==> src/verilog/cu_pkg.sv <==
package cu_pkg;

    // Instruction fields
    localparam int OPCODE_W = 6;
    localparam int FUNCT_W  = 6;

    localparam logic [OPCODE_W-1:0] OP_RTYPE = 6'h00;
    localparam logic [OPCODE_W-1:0] OP_ADDI  = 6'h08;
    localparam logic [OPCODE_W-1:0] OP_ADDIU = 6'h09;
    localparam logic [OPCODE_W-1:0] OP_LW    = 6'h23;
    localparam logic [OPCODE_W-1:0] OP_LH    = 6'h21;
    localparam logic [OPCODE_W-1:0] OP_LB    = 6'h20;

    localparam logic [FUNCT_W-1:0] FN_ADD = 6'h20;
    localparam logic [FUNCT_W-1:0] FN_AND = 6'h24;
    localparam logic [FUNCT_W-1:0] FN_SUB = 6'h22;

    // Instruction classes
    localparam int CLS_W = 4;

    localparam logic [CLS_W-1:0] CLS_ADD     = 4'd0;
    localparam logic [CLS_W-1:0] CLS_AND     = 4'd1;
    localparam logic [CLS_W-1:0] CLS_SUB     = 4'd2;
    localparam logic [CLS_W-1:0] CLS_ADDI    = 4'd3;
    localparam logic [CLS_W-1:0] CLS_ADDIU   = 4'd4;
    localparam logic [CLS_W-1:0] CLS_LW      = 4'd5;
    localparam logic [CLS_W-1:0] CLS_LH      = 4'd6;
    localparam logic [CLS_W-1:0] CLS_LB      = 4'd7;
    localparam logic [CLS_W-1:0] CLS_ILLEGAL = 4'd15;

    // Sequencer states
    localparam int STATE_W = 4;

    localparam logic [STATE_W-1:0] ST_STACK_INIT  = 4'd0;
    localparam logic [STATE_W-1:0] ST_FETCH_WAIT  = 4'd1;
    localparam logic [STATE_W-1:0] ST_FETCH_LATCH = 4'd2;
    localparam logic [STATE_W-1:0] ST_DECODE      = 4'd3;
    localparam logic [STATE_W-1:0] ST_DISPATCH    = 4'd4;
    localparam logic [STATE_W-1:0] ST_ALU         = 4'd5;
    localparam logic [STATE_W-1:0] ST_LOAD_ADDR   = 4'd6;
    localparam logic [STATE_W-1:0] ST_MEM_READ    = 4'd7;
    localparam logic [STATE_W-1:0] ST_MDR_SEL     = 4'd8;
    localparam logic [STATE_W-1:0] ST_WRITEBACK   = 4'd9;
    localparam logic [STATE_W-1:0] ST_EXC_WAIT    = 4'd10;
    localparam logic [STATE_W-1:0] ST_EXC_COMMIT  = 4'd11;

    localparam logic [1:0] CAUSE_ILLEGAL  = 2'd0;
    localparam logic [1:0] CAUSE_OVERFLOW = 2'd1;

    // Wait counts in cycles
    localparam int CNT_W = 4;

    localparam logic [CNT_W-1:0] FETCH_WAIT_CYCLES = 4'd3;
    localparam logic [CNT_W-1:0] MEM_WAIT_CYCLES   = 4'd2;
    localparam logic [CNT_W-1:0] EXC_WAIT_CYCLES   = 4'd8;

    // Datapath control encodings
    localparam logic [2:0] ALUOP_ADD = 3'd1;
    localparam logic [2:0] ALUOP_AND = 3'd2;
    localparam logic [2:0] ALUOP_SUB = 3'd3;

    localparam logic [1:0] SRCA_PC = 2'd0;
    localparam logic [1:0] SRCA_A  = 2'd1;

    localparam logic [2:0] SRCB_B    = 3'd0;
    localparam logic [2:0] SRCB_FOUR = 3'd1;
    localparam logic [2:0] SRCB_IMM  = 3'd2;

    localparam logic [2:0] IORD_PC     = 3'd0;
    localparam logic [2:0] IORD_ALU    = 3'd1;
    localparam logic [2:0] IORD_VECTOR = 3'd2;

    localparam logic [2:0] PCSRC_ALU = 3'd0;
    localparam logic [2:0] PCSRC_EXC = 3'd3;

    localparam logic [1:0] REGDST_RT = 2'd0;
    localparam logic [1:0] REGDST_RD = 2'd1;
    localparam logic [1:0] REGDST_SP = 2'd2;

    localparam logic [3:0] TOREG_ALU       = 4'd0;
    localparam logic [3:0] TOREG_MDR       = 4'd1;
    localparam logic [3:0] TOREG_STACK_TOP = 4'd4;

    localparam logic [1:0] MDR_WORD = 2'd0;
    localparam logic [1:0] MDR_HALF = 2'd1;
    localparam logic [1:0] MDR_BYTE = 2'd2;

endpackage

==> src/verilog/seq_if.sv <==
`timescale 1ns/1ps

interface seq_if (
    input logic clk
);

    logic [cu_pkg::STATE_W-1:0] state;
    logic [cu_pkg::CLS_W-1:0]   cls_q;
    logic [1:0]                 cause;
    // Low when the writeback must trap instead of writing
    logic                       wb_commit;

    modport seq (
        output state,
        output cls_q,
        output cause,
        output wb_commit
    );

    modport enc (
        input clk,
        input state,
        input cls_q,
        input cause,
        input wb_commit
    );

endinterface

==> src/verilog/op_decoder.sv <==
`timescale 1ns/1ps

module op_decoder (
    input  logic [cu_pkg::OPCODE_W-1:0] opcode,
    input  logic [cu_pkg::FUNCT_W-1:0]  funct,
    output logic [cu_pkg::CLS_W-1:0]    cls
);

    always_comb begin
        cls = cu_pkg::CLS_ILLEGAL;
        case (opcode)
            cu_pkg::OP_RTYPE: begin
                // R-type is resolved by funct
                case (funct)
                    cu_pkg::FN_ADD: cls = cu_pkg::CLS_ADD;
                    cu_pkg::FN_AND: cls = cu_pkg::CLS_AND;
                    cu_pkg::FN_SUB: cls = cu_pkg::CLS_SUB;
                    default:        cls = cu_pkg::CLS_ILLEGAL;
                endcase
            end
            cu_pkg::OP_ADDI: begin
                cls = cu_pkg::CLS_ADDI;
            end
            cu_pkg::OP_ADDIU: begin
                cls = cu_pkg::CLS_ADDIU;
            end
            cu_pkg::OP_LW: begin
                cls = cu_pkg::CLS_LW;
            end
            cu_pkg::OP_LH: begin
                cls = cu_pkg::CLS_LH;
            end
            cu_pkg::OP_LB: begin
                cls = cu_pkg::CLS_LB;
            end
            default: begin
                cls = cu_pkg::CLS_ILLEGAL;
            end
        endcase
    end

endmodule

==> src/verilog/state_sequencer.sv <==
`timescale 1ns/1ps

module state_sequencer (
    input  logic                     clk,
    input  logic                     reset,
    input  logic                     ov,
    input  logic [cu_pkg::CLS_W-1:0] cls,
    seq_if.seq                       status
);

    logic [cu_pkg::STATE_W-1:0] state;
    logic [cu_pkg::CNT_W-1:0]   cnt;
    logic [cu_pkg::CLS_W-1:0]   cls_q;
    logic [1:0]                 cause;
    logic                       ov_class;
    logic                       wb_commit;

    // Only signed adds trap on overflow
    assign ov_class = (cls_q == cu_pkg::CLS_ADD) ||
                      (cls_q == cu_pkg::CLS_SUB) ||
                      (cls_q == cu_pkg::CLS_ADDI);
    assign wb_commit = !(ov_class && ov);

    always_ff @(posedge clk) begin
        if (reset) begin
            state <= cu_pkg::ST_STACK_INIT;
            cnt   <= '0;
            cls_q <= cu_pkg::CLS_ILLEGAL;
            cause <= cu_pkg::CAUSE_ILLEGAL;
        end else begin
            cnt <= '0;
            case (state)
                cu_pkg::ST_STACK_INIT: begin
                    state <= cu_pkg::ST_FETCH_WAIT;
                end
                cu_pkg::ST_FETCH_WAIT: begin
                    if (cnt == cu_pkg::FETCH_WAIT_CYCLES - 1'b1) begin
                        state <= cu_pkg::ST_FETCH_LATCH;
                    end else begin
                        cnt <= cnt + 1'b1;
                    end
                end
                cu_pkg::ST_FETCH_LATCH: begin
                    state <= cu_pkg::ST_DECODE;
                end
                cu_pkg::ST_DECODE: begin
                    state <= cu_pkg::ST_DISPATCH;
                end
                cu_pkg::ST_DISPATCH: begin
                    cls_q <= cls;
                    case (cls)
                        cu_pkg::CLS_ADD, cu_pkg::CLS_AND, cu_pkg::CLS_SUB,
                        cu_pkg::CLS_ADDI, cu_pkg::CLS_ADDIU: begin
                            state <= cu_pkg::ST_ALU;
                        end
                        cu_pkg::CLS_LW, cu_pkg::CLS_LH, cu_pkg::CLS_LB: begin
                            state <= cu_pkg::ST_LOAD_ADDR;
                        end
                        default: begin
                            state <= cu_pkg::ST_EXC_WAIT;
                            cause <= cu_pkg::CAUSE_ILLEGAL;
                        end
                    endcase
                end
                cu_pkg::ST_ALU: begin
                    state <= cu_pkg::ST_WRITEBACK;
                end
                cu_pkg::ST_LOAD_ADDR: begin
                    state <= cu_pkg::ST_MEM_READ;
                end
                cu_pkg::ST_MEM_READ: begin
                    if (cnt == cu_pkg::MEM_WAIT_CYCLES - 1'b1) begin
                        state <= cu_pkg::ST_MDR_SEL;
                    end else begin
                        cnt <= cnt + 1'b1;
                    end
                end
                cu_pkg::ST_MDR_SEL: begin
                    state <= cu_pkg::ST_WRITEBACK;
                end
                cu_pkg::ST_WRITEBACK: begin
                    if (wb_commit) begin
                        state <= cu_pkg::ST_FETCH_WAIT;
                    end else begin
                        state <= cu_pkg::ST_EXC_WAIT;
                        cause <= cu_pkg::CAUSE_OVERFLOW;
                    end
                end
                cu_pkg::ST_EXC_WAIT: begin
                    // Vector fetch from memory
                    if (cnt == cu_pkg::EXC_WAIT_CYCLES - 1'b1) begin
                        state <= cu_pkg::ST_EXC_COMMIT;
                    end else begin
                        cnt <= cnt + 1'b1;
                    end
                end
                cu_pkg::ST_EXC_COMMIT: begin
                    state <= cu_pkg::ST_FETCH_WAIT;
                end
                default: begin
                    state <= cu_pkg::ST_STACK_INIT;
                end
            endcase
        end
    end

    assign status.state     = state;
    assign status.cls_q     = cls_q;
    assign status.cause     = cause;
    assign status.wb_commit = wb_commit;

    a_state_legal: assert property (@(posedge clk) disable iff (reset)
        state inside {[cu_pkg::ST_STACK_INIT:cu_pkg::ST_EXC_COMMIT]});

    a_cnt_bound: assert property (@(posedge clk) disable iff (reset)
        cnt < cu_pkg::EXC_WAIT_CYCLES);

    // An illegal dispatch must never reach the ALU step
    a_alu_legal: assert property (@(posedge clk) disable iff (reset)
        (state == cu_pkg::ST_ALU) |-> (cls_q != cu_pkg::CLS_ILLEGAL));

endmodule

==> src/verilog/control_encoder.sv <==
`timescale 1ns/1ps

module control_encoder (
    seq_if.enc         status,
    output logic       pc_write,
    output logic       ir_write,
    output logic       a_write,
    output logic       b_write,
    output logic       mdr_write,
    output logic       alureg_write,
    output logic       epc_write,
    output logic       reg_write,
    output logic [1:0] reg_dst,
    output logic [1:0] except,
    output logic [1:0] mem_to_mdr,
    output logic [1:0] alu_src_a,
    output logic [2:0] iord,
    output logic [2:0] alu_src_b,
    output logic [2:0] alu_op,
    output logic [2:0] pc_src,
    output logic [3:0] mem_toreg
);

    logic is_rtype;
    logic is_load;

    assign is_rtype = (status.cls_q == cu_pkg::CLS_ADD) ||
                      (status.cls_q == cu_pkg::CLS_AND) ||
                      (status.cls_q == cu_pkg::CLS_SUB);
    assign is_load  = (status.cls_q == cu_pkg::CLS_LW) ||
                      (status.cls_q == cu_pkg::CLS_LH) ||
                      (status.cls_q == cu_pkg::CLS_LB);

    always_comb begin
        pc_write     = 1'b0;
        ir_write     = 1'b0;
        a_write      = 1'b0;
        b_write      = 1'b0;
        mdr_write    = 1'b0;
        alureg_write = 1'b0;
        epc_write    = 1'b0;
        reg_write    = 1'b0;
        reg_dst      = cu_pkg::REGDST_RT;
        except       = cu_pkg::CAUSE_ILLEGAL;
        mem_to_mdr   = cu_pkg::MDR_WORD;
        alu_src_a    = cu_pkg::SRCA_PC;
        iord         = cu_pkg::IORD_PC;
        alu_src_b    = cu_pkg::SRCB_B;
        alu_op       = 3'd0;
        pc_src       = cu_pkg::PCSRC_ALU;
        mem_toreg    = cu_pkg::TOREG_ALU;
        case (status.state)
            cu_pkg::ST_STACK_INIT: begin
                // Load the stack pointer with the stack top
                reg_write = 1'b1;
                reg_dst   = cu_pkg::REGDST_SP;
                mem_toreg = cu_pkg::TOREG_STACK_TOP;
            end
            cu_pkg::ST_FETCH_WAIT, cu_pkg::ST_FETCH_LATCH, cu_pkg::ST_DECODE: begin
                // PC + 4 on the ALU through fetch and decode
                alu_src_b = cu_pkg::SRCB_FOUR;
                alu_op    = cu_pkg::ALUOP_ADD;
                pc_write  = (status.state == cu_pkg::ST_FETCH_LATCH);
                ir_write  = (status.state == cu_pkg::ST_FETCH_LATCH);
                a_write   = (status.state == cu_pkg::ST_DECODE);
                b_write   = (status.state == cu_pkg::ST_DECODE);
            end
            cu_pkg::ST_ALU: begin
                alu_src_a    = cu_pkg::SRCA_A;
                alu_src_b    = is_rtype ? cu_pkg::SRCB_B : cu_pkg::SRCB_IMM;
                alureg_write = 1'b1;
                case (status.cls_q)
                    cu_pkg::CLS_AND: alu_op = cu_pkg::ALUOP_AND;
                    cu_pkg::CLS_SUB: alu_op = cu_pkg::ALUOP_SUB;
                    default:         alu_op = cu_pkg::ALUOP_ADD;
                endcase
            end
            cu_pkg::ST_LOAD_ADDR: begin
                alu_src_a = cu_pkg::SRCA_A;
                alu_src_b = cu_pkg::SRCB_IMM;
                alu_op    = cu_pkg::ALUOP_ADD;
            end
            cu_pkg::ST_MEM_READ: begin
                iord = cu_pkg::IORD_ALU;
            end
            cu_pkg::ST_MDR_SEL: begin
                iord      = cu_pkg::IORD_ALU;
                mdr_write = 1'b1;
                case (status.cls_q)
                    cu_pkg::CLS_LH: mem_to_mdr = cu_pkg::MDR_HALF;
                    cu_pkg::CLS_LB: mem_to_mdr = cu_pkg::MDR_BYTE;
                    default:        mem_to_mdr = cu_pkg::MDR_WORD;
                endcase
            end
            cu_pkg::ST_WRITEBACK: begin
                reg_write = status.wb_commit;
                if (status.wb_commit) begin
                    reg_dst   = is_rtype ? cu_pkg::REGDST_RD : cu_pkg::REGDST_RT;
                    mem_toreg = is_load ? cu_pkg::TOREG_MDR : cu_pkg::TOREG_ALU;
                end
            end
            cu_pkg::ST_EXC_WAIT: begin
                except    = status.cause;
                iord      = cu_pkg::IORD_VECTOR;
                alu_src_b = cu_pkg::SRCB_FOUR;
                alu_op    = cu_pkg::ALUOP_AND;
            end
            cu_pkg::ST_EXC_COMMIT: begin
                epc_write = 1'b1;
                pc_write  = 1'b1;
                pc_src    = cu_pkg::PCSRC_EXC;
            end
            default: begin
            end
        endcase
    end

    a_pc_reg_excl: assert property (@(posedge status.clk)
        pc_write |-> !reg_write);

    // MDR loads only once the memory wait is over
    a_mdr_state: assert property (@(posedge status.clk)
        mdr_write |-> (status.state == cu_pkg::ST_MDR_SEL) &&
                      ($past(status.state) == cu_pkg::ST_MEM_READ));

endmodule

==> src/verilog/control_unit.sv <==
`timescale 1ns/1ps

module control_unit (
    input  logic                        clk,
    input  logic                        reset,
    input  logic                        ov,
    input  logic [cu_pkg::OPCODE_W-1:0] opcode,
    input  logic [cu_pkg::FUNCT_W-1:0]  funct,
    output logic                        pc_write,
    output logic                        ir_write,
    output logic                        a_write,
    output logic                        b_write,
    output logic                        mdr_write,
    output logic                        alureg_write,
    output logic                        epc_write,
    output logic                        reg_write,
    output logic [1:0]                  reg_dst,
    output logic [1:0]                  except,
    output logic [1:0]                  mem_to_mdr,
    output logic [1:0]                  alu_src_a,
    output logic [2:0]                  iord,
    output logic [2:0]                  alu_src_b,
    output logic [2:0]                  alu_op,
    output logic [2:0]                  pc_src,
    output logic [3:0]                  mem_toreg
);

    logic [cu_pkg::CLS_W-1:0] cls;

    seq_if status (
        .clk (clk)
    );

    op_decoder u_op_decoder (
        .opcode (opcode),
        .funct  (funct),
        .cls    (cls)
    );

    state_sequencer u_state_sequencer (
        .clk    (clk),
        .reset  (reset),
        .ov     (ov),
        .cls    (cls),
        .status (status.seq)
    );

    control_encoder u_control_encoder (
        .status       (status.enc),
        .pc_write     (pc_write),
        .ir_write     (ir_write),
        .a_write      (a_write),
        .b_write      (b_write),
        .mdr_write    (mdr_write),
        .alureg_write (alureg_write),
        .epc_write    (epc_write),
        .reg_write    (reg_write),
        .reg_dst      (reg_dst),
        .except       (except),
        .mem_to_mdr   (mem_to_mdr),
        .alu_src_a    (alu_src_a),
        .iord         (iord),
        .alu_src_b    (alu_src_b),
        .alu_op       (alu_op),
        .pc_src       (pc_src),
        .mem_toreg    (mem_toreg)
    );

endmodule

==> config.mk <==
export PLATFORM = sky130hd
export DESIGN_NAME = control_unit
export DESIGN_NICKNAME = d
export VERILOG_FILES = /design/src/verilog/cu_pkg.sv /design/src/verilog/seq_if.sv /design/src/verilog/op_decoder.sv /design/src/verilog/state_sequencer.sv /design/src/verilog/control_encoder.sv /design/src/verilog/control_unit.sv
export SDC_FILE = /design/constraint.sdc
export NUM_CORES = 1
export LEC_CHECK = 0
export ABC_AREA = 1
export BUFFER_PORTS_ARGS = -buffer_cell sky130_fd_sc_hd__buf_2
export CORE_UTILIZATION = 51
export DETAILED_ROUTE_END_ITERATION = 8
export HOLD_SLACK_MARGIN = 0.05
export PLACE_DENSITY = 0.88
export SYNTH_ARGS = -nofsm -noshare
export SYNTH_HDL_FRONTEND = slang
export SYNTH_HIERARCHICAL = 1
export SYNTH_SLANG_ARGS = --single-unit
export TNS_END_PERCENT = 100
==> constraint.sdc <==
create_clock -name clk -period 2.17 [get_ports clk]
set_input_delay 0.5425 -clock clk [delete_from_list [all_inputs] [get_ports clk]]
set_output_delay 0.5425 -clock clk [all_outputs]
set_load 0.05 [all_outputs]
==> results of run 1 <==
==> Yosys cell counts (all sizes together) <==
cell / number
nand4: 3
nor2: 54
nand3b: 1
xnor2: 1
o21ai: 11
clkinv: 2
a21oi: 6
xor2: 1
a211oi: 1
conb: 2
nor3: 1
ha: 3
dfxtp: 13
nand3: 29
inv: 42
nand2: 60
o211ai: 2
buf: 12
==> placed cells by master (no fill, tap or decap) <==
cell	n
sky130_fd_sc_hd__o21ai_1	5
sky130_fd_sc_hd__conb_1	8
sky130_fd_sc_hd__dfxtp_2	1
sky130_fd_sc_hd__nor3_2	1
sky130_fd_sc_hd__o21ai_0	4
sky130_fd_sc_hd__nor2_2	7
sky130_fd_sc_hd__nor2_1	41
sky130_fd_sc_hd__nand3b_1	1
sky130_fd_sc_hd__clkinv_2	3
sky130_fd_sc_hd__nand2_4	1
sky130_fd_sc_hd__nand4_1	3
sky130_fd_sc_hd__a211oi_2	1
sky130_fd_sc_hd__o211ai_1	2
sky130_fd_sc_hd__clkbuf_4	5
sky130_fd_sc_hd__buf_2	36
sky130_fd_sc_hd__nand3_2	4
sky130_fd_sc_hd__a21oi_1	6
sky130_fd_sc_hd__xnor2_1	1
sky130_fd_sc_hd__inv_2	5
sky130_fd_sc_hd__o21ai_2	2
sky130_fd_sc_hd__nand2_2	5
sky130_fd_sc_hd__nand3_1	25
sky130_fd_sc_hd__nand2_1	54
sky130_fd_sc_hd__ha_1	3
sky130_fd_sc_hd__nor2_4	6
sky130_fd_sc_hd__dfxtp_1	12
sky130_fd_sc_hd__xor2_1	1
sky130_fd_sc_hd__buf_4	2
sky130_fd_sc_hd__inv_1	37
==> where the power goes <==
| part | switching, uW | total [uW] | internal [uW] |
|---|---|---|---|
| clock | 79.5 | 148 | 68.1 |
| combinational | 763 | 1010 | 248 |
| sequential | 47.5 | 318 | 270 |
==> metrics by stage <==
stage	TNS (ns)	hold WS, ns
final	0	0.481
after global routing	0	0.481
after CTS	0	0.481
after detailed placement	0	0.468
after global placement	0	0.464
after floorplan	-0.0718	0.434
==> routing by layer <==
metal / vias to the layer above / global-route usage [%] / wire length (um)
met5: - / 0 / 0
met2: 43 / 37.8 / 1380
met4: 0 / 3.85 / 19
met1: 622 / 24.5 / 1290
met3: 2 / 2.50 / 115
li1: 813 / - / -
==> worst max-delay path: stages (launching register included) <==
cell	delay (ns)
sky130_fd_sc_hd__dfxtp_2	0.37
sky130_fd_sc_hd__inv_1	0.06
sky130_fd_sc_hd__nor2_1	0.12
sky130_fd_sc_hd__inv_1	0.05
sky130_fd_sc_hd__nand3_1	0.08
sky130_fd_sc_hd__nand4_1	0.17
sky130_fd_sc_hd__nor2_1	0.12
sky130_fd_sc_hd__buf_2	0.27
==> sequential cells by signal, indices dropped and copies added, names as in the netlist <==
register                        flops
u_state_sequencer/cnt               4
u_state_sequencer/status.cls_q      4
u_state_sequencer/status.state      4
u_state_sequencer/status.cause      1
==> timing repair <==
item	CTS	global route
setup buffers	0	0
endpoints found under the setup margin	0	3
gates resized for setup	0	3
==> kinds of logic (layout without fill, tap and decap cells) <==
kind of cell,Yosys count,in the layout,share of synthesized area [%]
and+or+nand+nor,148,148,50.3
AOI/OAI and AO/OA,20,20,8.52
DFF,13,13,18.5
adders and majority gates,3,3,2.66
other,2,8,0.533
buffers and inverters,56,88,18.3
xor gates and xnor gates,2,2,1.24
==> final cells by class <==
cell class / count / area share [%]
inverters: 44 / 10.3
well taps: 30 / 2.31
clock inverters: 1 / 0.309
multi-input cells: 181 / 56.6
repair buffers: 40 / 13.0
clock buffers: 3 / 1.39
flip-flops and latches: 13 / 16.1
==> worst max-delay path by stage <==
stage / endpoint / slack, ns
2_1_floorplan: b_write / -0.04
3_3_place_gp: u_state_sequencer/status.state[1]$_SDFFE_PP0P_ / 0.27
3_5_place_dp: u_state_sequencer/status.state[1]$_SDFFE_PP0P_ / 0.22
4_1_cts: reg_dst[0] / 0.08
5_1_grt: reg_dst[0] / 0.009
6_report: mem_toreg[0] / 0.13
==> impl_metrics.xml, run 1 <==
<?xml version="1.0" encoding="UTF-8"?>
<metrics>
  <group name="outcome">
    <metric name="outcome" unit="">complete, no violations</metric>
  </group>
  <group name="worst_hold_path">
    <metric name="worstHoldStart" unit="">u_state_sequencer/status.cause[0]$_SDFFE_PP0P_</metric>
    <metric name="whs_path_depth" unit="">2</metric>
    <metric name="min-delay-path-class" unit="">flip-flop to flip-flop</metric>
    <metric name="holdPathEnd" unit="">u_state_sequencer/status.cause[0]$_SDFFE_PP0P_</metric>
  </group>
  <group name="detailed_routing">
    <metric name="wl" unit="um">2800</metric>
    <metric name="drtAntennaViolNets" unit="">0</metric>
    <metric name="firstDrtPassIters" unit="">4</metric>
    <metric name="vias_per_cell" unit="">4.74</metric>
    <metric name="num_vias" unit="">1480</metric>
    <metric name="detailedRoute.firstIterationViolations" unit="">21</metric>
    <metric name="routed_wire_length_per_instance" unit="um">8.98</metric>
    <metric name="detail_route.drc_violations" unit="">0</metric>
  </group>
  <group name="cells_and_area">
    <metric name="ff_latch_area" unit="um^2">262</metric>
    <metric name="finished_cell_area" unit="mm^2">0.00162</metric>
    <metric name="area_taken_by_multi_input_logic_gates" unit="um^2">917</metric>
    <metric name="flow.area_growth_from_synthesis" unit="%">15.0</metric>
    <metric name="antennaDiodeCount" unit="">0</metric>
    <metric name="n_fill_cell" unit="">245</metric>
    <metric name="postLayoutCoreUtil" unit="%">63.7</metric>
    <metric name="drive_above_1_share" unit="%">28.0</metric>
    <metric name="nets" unit="">301</metric>
    <metric name="layout.cells.non_filler" unit="">312</metric>
  </group>
  <group name="worst_setup_path">
    <metric name="crit_fanout" unit="">5</metric>
    <metric name="worst-setup-path-type" unit="">flip-flop to primary output</metric>
    <metric name="timing.reg2reg.worst_path_depth" unit="">8</metric>
    <metric name="cp_data_required_time" unit="ns">1.63</metric>
    <metric name="worst-endpoint-arrival" unit="ns">1.50</metric>
    <metric name="ff2ff_setup_slack" unit="ns">0.72</metric>
    <metric name="timing.rr.end" unit="">u_state_sequencer/status.state[3]$_SDFFE_PP0P_</metric>
    <metric name="crit-reg2reg-launch" unit="">u_state_sequencer/status.state[2]$_SDFFE_PP0P_</metric>
    <metric name="worst_setup_path_start_kind" unit="">flip-flop</metric>
    <metric name="crit_path_end_kind" unit="">primary output</metric>
    <metric name="cp-startpoint" unit="">u_state_sequencer/status.cls_q[0]$_SDFFE_PP1P_</metric>
  </group>
  <group name="logic_synthesis">
    <metric name="fraction_of_the_yosys_area_taken_by_sequential_cells" unit="%">18.5</metric>
    <metric name="postSynthRegisterBits" unit="">13</metric>
    <metric name="yosys.area.top_type" unit="">sky130_fd_sc_hd__dfxtp_1</metric>
    <metric name="synthesized_area_divided_by_synthesized_cell_count" unit="um^2">5.78</metric>
    <metric name="synthDominantCellAreaShare" unit="%">18.5</metric>
    <metric name="syn-cell-area" unit="mm^2">0.00141</metric>
    <metric name="netlist-cell-type-count" unit="">26</metric>
    <metric name="yosys_warnings" unit="">6</metric>
    <metric name="yosys-top-cells-area" unit="">sky130_fd_sc_hd__dfxtp_1, sky130_fd_sc_hd__nand2_1, sky130_fd_sc_hd__nor2_1</metric>
    <metric name="post_synth_inst_count" unit="">244</metric>
  </group>
  <group name="timing">
    <metric name="timing_max_transition_violations_final" unit="">0</metric>
    <metric name="worst_slew_pin_slew" unit="ns">0.873</metric>
    <metric name="fmax" unit="GHz">0.490</metric>
    <metric name="unrepaired_setup_endpoints_after_global_routing" unit="">no</metric>
    <metric name="finalCriticalPeriod" unit="ns">2.04</metric>
    <metric name="timing.final.crit_share" unit="%">94.0</metric>
    <metric name="timing.final.setup_violations" unit="">0</metric>
    <metric name="setup_ws" unit="ns">0.131</metric>
    <metric name="finalHoldViolCount" unit="">0</metric>
    <metric name="worst_clock_skew" unit="ns">0.000653</metric>
    <metric name="relative_slew_slack" unit="%">41.6</metric>
  </group>
  <group name="power">
    <metric name="total_power" unit="uW">1480</metric>
    <metric name="pwr_density_cell" unit="mW/mm^2">911</metric>
    <metric name="max-vdd-ir-drop" unit="mV">1.41</metric>
    <metric name="cellLeakagePower" unit="uW">0.000933</metric>
  </group>
  <group name="floorplanning">
    <metric name="count_of_boundary_i_o_pins" unit="">47</metric>
    <metric name="fp.dieH" unit="um">54.6</metric>
    <metric name="initial_utilization" unit="%">55.4</metric>
    <metric name="core_region_area" unit="mm^2">0.00254</metric>
    <metric name="cell_row_count" unit="">18</metric>
    <metric name="dieWidth" unit="um">54.6</metric>
    <metric name="floorplan.die_area" unit="mm^2">0.00298</metric>
  </group>
  <group name="clocking">
    <metric name="worst_setup_hold_path_clk_slew" unit="ns">0.08</metric>
    <metric name="root_buffer" unit="">sky130_fd_sc_hd__clkbuf_4</metric>
    <metric name="insertion_delay" unit="ns">0.27</metric>
    <metric name="cts_inserted_buffers" unit="">3</metric>
    <metric name="cts_sinks" unit="">13</metric>
    <metric name="holdBufCountCts" unit="">0</metric>
    <metric name="cts_max_level" unit="">1</metric>
    <metric name="cts.path.max_buffers" unit="">2</metric>
    <metric name="cts_tree" unit="">yes</metric>
  </group>
  <group name="global_route">
    <metric name="grt_pass1_vias" unit="">1171</metric>
    <metric name="grt_remaining_overflow" unit="">0</metric>
    <metric name="number_of_antenna_violations_at_the_first_check_in_global_routing" unit="">0</metric>
    <metric name="grt_usage" unit="%">20.3</metric>
    <metric name="grt_first_pass_wirelength" unit="um">4530</metric>
    <metric name="largest_net_degree_at_the_start_of_global_routing" unit="">10</metric>
  </group>
  <group name="placed_design">
    <metric name="port_buffers" unit="">38</metric>
    <metric name="dpl.cell_count" unit="">308</metric>
    <metric name="place_ws" unit="ns">0.225</metric>
    <metric name="postPlaceCellArea" unit="mm^2">0.00159</metric>
    <metric name="dpl.hpwl" unit="um">2390</metric>
    <metric name="finalWeightedCongestion" unit="">0.862</metric>
  </group>
  <group name="flow_run">
    <metric name="timing.max_cap.violations" unit="">0</metric>
  </group>
</metrics>
Power figures use the tool's default switching activity.
==> run 2: changes to the inputs <==
Clock period 2.17 ns to 1.95 ns, I/O delays scaled along.
==> impl_metrics.xml, run 2 (same netlist as run 1, synthesis figures left out) <==
<?xml version="1.0" encoding="UTF-8"?>
<metrics>
  <group name="worst_setup_path">
    <metric name="slowest_delay" unit="ns">0.34</metric>
    <metric name="crit_path_end_kind" unit="">primary output</metric>
    <metric name="worst_setup_path_start_kind" unit="">flip-flop</metric>
    <metric name="critical_path_buf_inv_count" unit="">2</metric>
    <metric name="cp_data_required_time" unit="ns">1.46</metric>
    <metric name="worst-setup-path-type" unit="">flip-flop to primary output</metric>
    <metric name="timing.reg2reg.worst_path_depth" unit="">7</metric>
    <metric name="cpLargestDelayFamily" unit="">simple AND/OR/NAND/NOR gates</metric>
    <metric name="worstSetupPathDepth" unit="">5</metric>
    <metric name="crit_fanout" unit="">5</metric>
    <metric name="critical_path_cell_list" unit="">inv_1 &gt; nor2_1 &gt; nand2_1 &gt; nor2_2 &gt; clkbuf_4</metric>
    <metric name="cp_slowest_cell" unit="">sky130_fd_sc_hd__dfxtp_1</metric>
    <metric name="worst-endpoint-arrival" unit="ns">1.44</metric>
  </group>
  <group name="clocking">
    <metric name="cts.path.max_buffers" unit="">2</metric>
    <metric name="cts_sinks" unit="">13</metric>
    <metric name="insertion_delay" unit="ns">0.28</metric>
    <metric name="root_buffer" unit="">sky130_fd_sc_hd__clkbuf_4</metric>
    <metric name="worst_setup_hold_path_clk_slew" unit="ns">0.08</metric>
    <metric name="cts_tree" unit="">yes</metric>
    <metric name="cts_inserted_buffers" unit="">3</metric>
    <metric name="cts_max_level" unit="">1</metric>
  </group>
  <group name="placed_design">
    <metric name="finalWeightedCongestion" unit="">0.877</metric>
    <metric name="dpl.cell_count" unit="">308</metric>
    <metric name="port_buffers" unit="">38</metric>
    <metric name="dpl.hpwl" unit="um">2380</metric>
    <metric name="place_ws" unit="ns">0.0487</metric>
  </group>
  <group name="global_route">
    <metric name="grt_usage" unit="%">20.8</metric>
    <metric name="largest_net_degree_at_the_start_of_global_routing" unit="">10</metric>
    <metric name="grt_first_pass_wirelength" unit="um">4520</metric>
    <metric name="number_of_antenna_violations_at_the_first_check_in_global_routing" unit="">0</metric>
    <metric name="grt_remaining_overflow" unit="">0</metric>
    <metric name="grt_pass1_vias" unit="">1183</metric>
  </group>
  <group name="cells_and_area">
    <metric name="layout.cells.non_filler" unit="">314</metric>
    <metric name="drive_above_1_share" unit="%">33.1</metric>
    <metric name="postLayoutCoreUtil" unit="%">67.7</metric>
    <metric name="mostFrequentLayoutCell" unit="">sky130_fd_sc_hd__nand2_1</metric>
    <metric name="antennaDiodeCount" unit="">0</metric>
    <metric name="layout_common_cells" unit="">sky130_fd_sc_hd__nand2_1, sky130_fd_sc_hd__nor2_1, sky130_fd_sc_hd__inv_1</metric>
    <metric name="nets" unit="">303</metric>
    <metric name="n_fill_cell" unit="">223</metric>
    <metric name="flow.area_growth_from_synthesis" unit="%">22.2</metric>
    <metric name="ff_latch_area" unit="um^2">265</metric>
    <metric name="area_taken_by_multi_input_logic_gates" unit="um^2">952</metric>
    <metric name="largestRegisters" unit="">u_state_sequencer/cnt (4), u_state_sequencer/status.cls_q (4), u_state_sequencer/status.state (4)</metric>
  </group>
  <group name="detailed_routing">
    <metric name="vias_per_cell" unit="">5.00</metric>
    <metric name="drtAntennaViolNets" unit="">0</metric>
    <metric name="firstDrtPassIters" unit="">4</metric>
    <metric name="routed_wire_length_per_instance" unit="um">9.96</metric>
    <metric name="wl" unit="um">3130</metric>
    <metric name="detailedRoute.firstIterationViolations" unit="">44</metric>
    <metric name="detail_route.drc_violations" unit="">0</metric>
    <metric name="num_vias" unit="">1569</metric>
  </group>
  <group name="power">
    <metric name="pwr_density_cell" unit="mW/mm^2">1020</metric>
    <metric name="cellLeakagePower" unit="uW">0.000941</metric>
    <metric name="max-vdd-ir-drop" unit="mV">1.24</metric>
  </group>
  <group name="timing">
    <metric name="unrepaired_setup_endpoints_after_global_routing" unit="">yes</metric>
    <metric name="setup_ws" unit="ns">0.0221</metric>
    <metric name="timing.final.crit_share" unit="%">98.9</metric>
    <metric name="timing.final.setup_violations" unit="">0</metric>
    <metric name="worst_clock_skew" unit="ns">0.00556</metric>
    <metric name="relative_slew_slack" unit="%">41.6</metric>
    <metric name="finalCriticalPeriod" unit="ns">1.93</metric>
    <metric name="worst_slew_pin_slew" unit="ns">0.872</metric>
    <metric name="fmax" unit="GHz">0.519</metric>
    <metric name="timing_max_transition_violations_final" unit="">0</metric>
    <metric name="finalHoldViolCount" unit="">0</metric>
  </group>
  <group name="flow_run">
    <metric name="timing.max_cap.violations" unit="">0</metric>
  </group>
  <group name="floorplanning">
    <metric name="fp.dieH" unit="um">54.6</metric>
    <metric name="count_of_boundary_i_o_pins" unit="">47</metric>
    <metric name="floorplan.die_area" unit="mm^2">0.00298</metric>
    <metric name="core_region_area" unit="mm^2">0.00254</metric>
    <metric name="initial_utilization" unit="%">55.4</metric>
    <metric name="dieWidth" unit="um">54.6</metric>
    <metric name="cell_row_count" unit="">18</metric>
  </group>
  <group name="outcome">
    <metric name="outcome" unit="">complete, no violations</metric>
  </group>
  <group name="worst_hold_path">
    <metric name="whs_path_depth" unit="">2</metric>
    <metric name="min-delay-path-class" unit="">primary input to flip-flop</metric>
  </group>
</metrics>
==> run 2: final cells by class <==
class                           count  share of cell area [%]
Sequential cell                    13                    15.4
Clock buffer                        4                    1.53
Tap cell                           30                    2.18
Multi-Input combinational cell    181                    55.3
Inverter                           44                    9.73
Timing Repair Buffer               42                    15.9
==> run 2: worst paths after layout <==
| check | start | slack [ns] | end |
|---|---|---|---|
| min reg2reg | u_state_sequencer/status.cause[0]$_SDFFE_PP0P_ | 0.48 | u_state_sequencer/status.cause[0]$_SDFFE_PP0P_ |
| max | u_state_sequencer/status.state[1]$_SDFFE_PP0P_ | 0.02 | except[0] |
| max reg2reg | u_state_sequencer/cnt[0]$_SDFF_PP0_ | 0.55 | u_state_sequencer/status.state[3]$_SDFFE_PP0P_ |
| min | reset | 0.43 | u_state_sequencer/status.state[0]$_SDFFE_PP0P_ |
==> run 2: worst reg2reg max path: stages (launching register included) <==
cell,delay [ns]
sky130_fd_sc_hd__dfxtp_1,0.41
sky130_fd_sc_hd__ha_1,0.21
sky130_fd_sc_hd__nand2_1,0.07
sky130_fd_sc_hd__o21ai_2,0.20
sky130_fd_sc_hd__inv_2,0.08
sky130_fd_sc_hd__nor2_2,0.14
sky130_fd_sc_hd__nand2_1,0.07
sky130_fd_sc_hd__a21oi_1,0.14
==> run 2: where the power goes <==
group / leakage, uW / internal [uW] / switching [uW]
logic: 0.000821 / 335 / 897
registers: 0.000105 / 304 / 53.2
clock network: 0.0000150 / 79.4 / 89.9
total: 0.000941 / 719 / 1040
==> run 2: metrics by stage <==
step	hold slack [ns]	total power, uW	cell area, um^2	TNS (ns)
final	0.428	1760	1720	0
after global routing	0.412	1880	1720	-0.320
after CTS	0.420	1680	1660	0
after detailed placement	0.470	1480	1610	0
after global placement	0.460	1470	1610	0
after floorplan	0.434	1290	1450	-0.474
==> run 2: per-layer routing <==
layer  up-vias  part of all wire, %  GRT usage (%)
met3         6                  5.7           4.44
met4         0                  1.5           6.84
met5         -                    0              0
met1       676                   42           22.2
li1        817                    -              -
met2        70                   51           39.4
==> run 2: timing repair <==
action,4_1_cts,5_1_grt
setup buffers,1,1
resized for setup,10,25
pin swaps,1,1
setup endpoints to repair,9,18
hold buffers,0,0
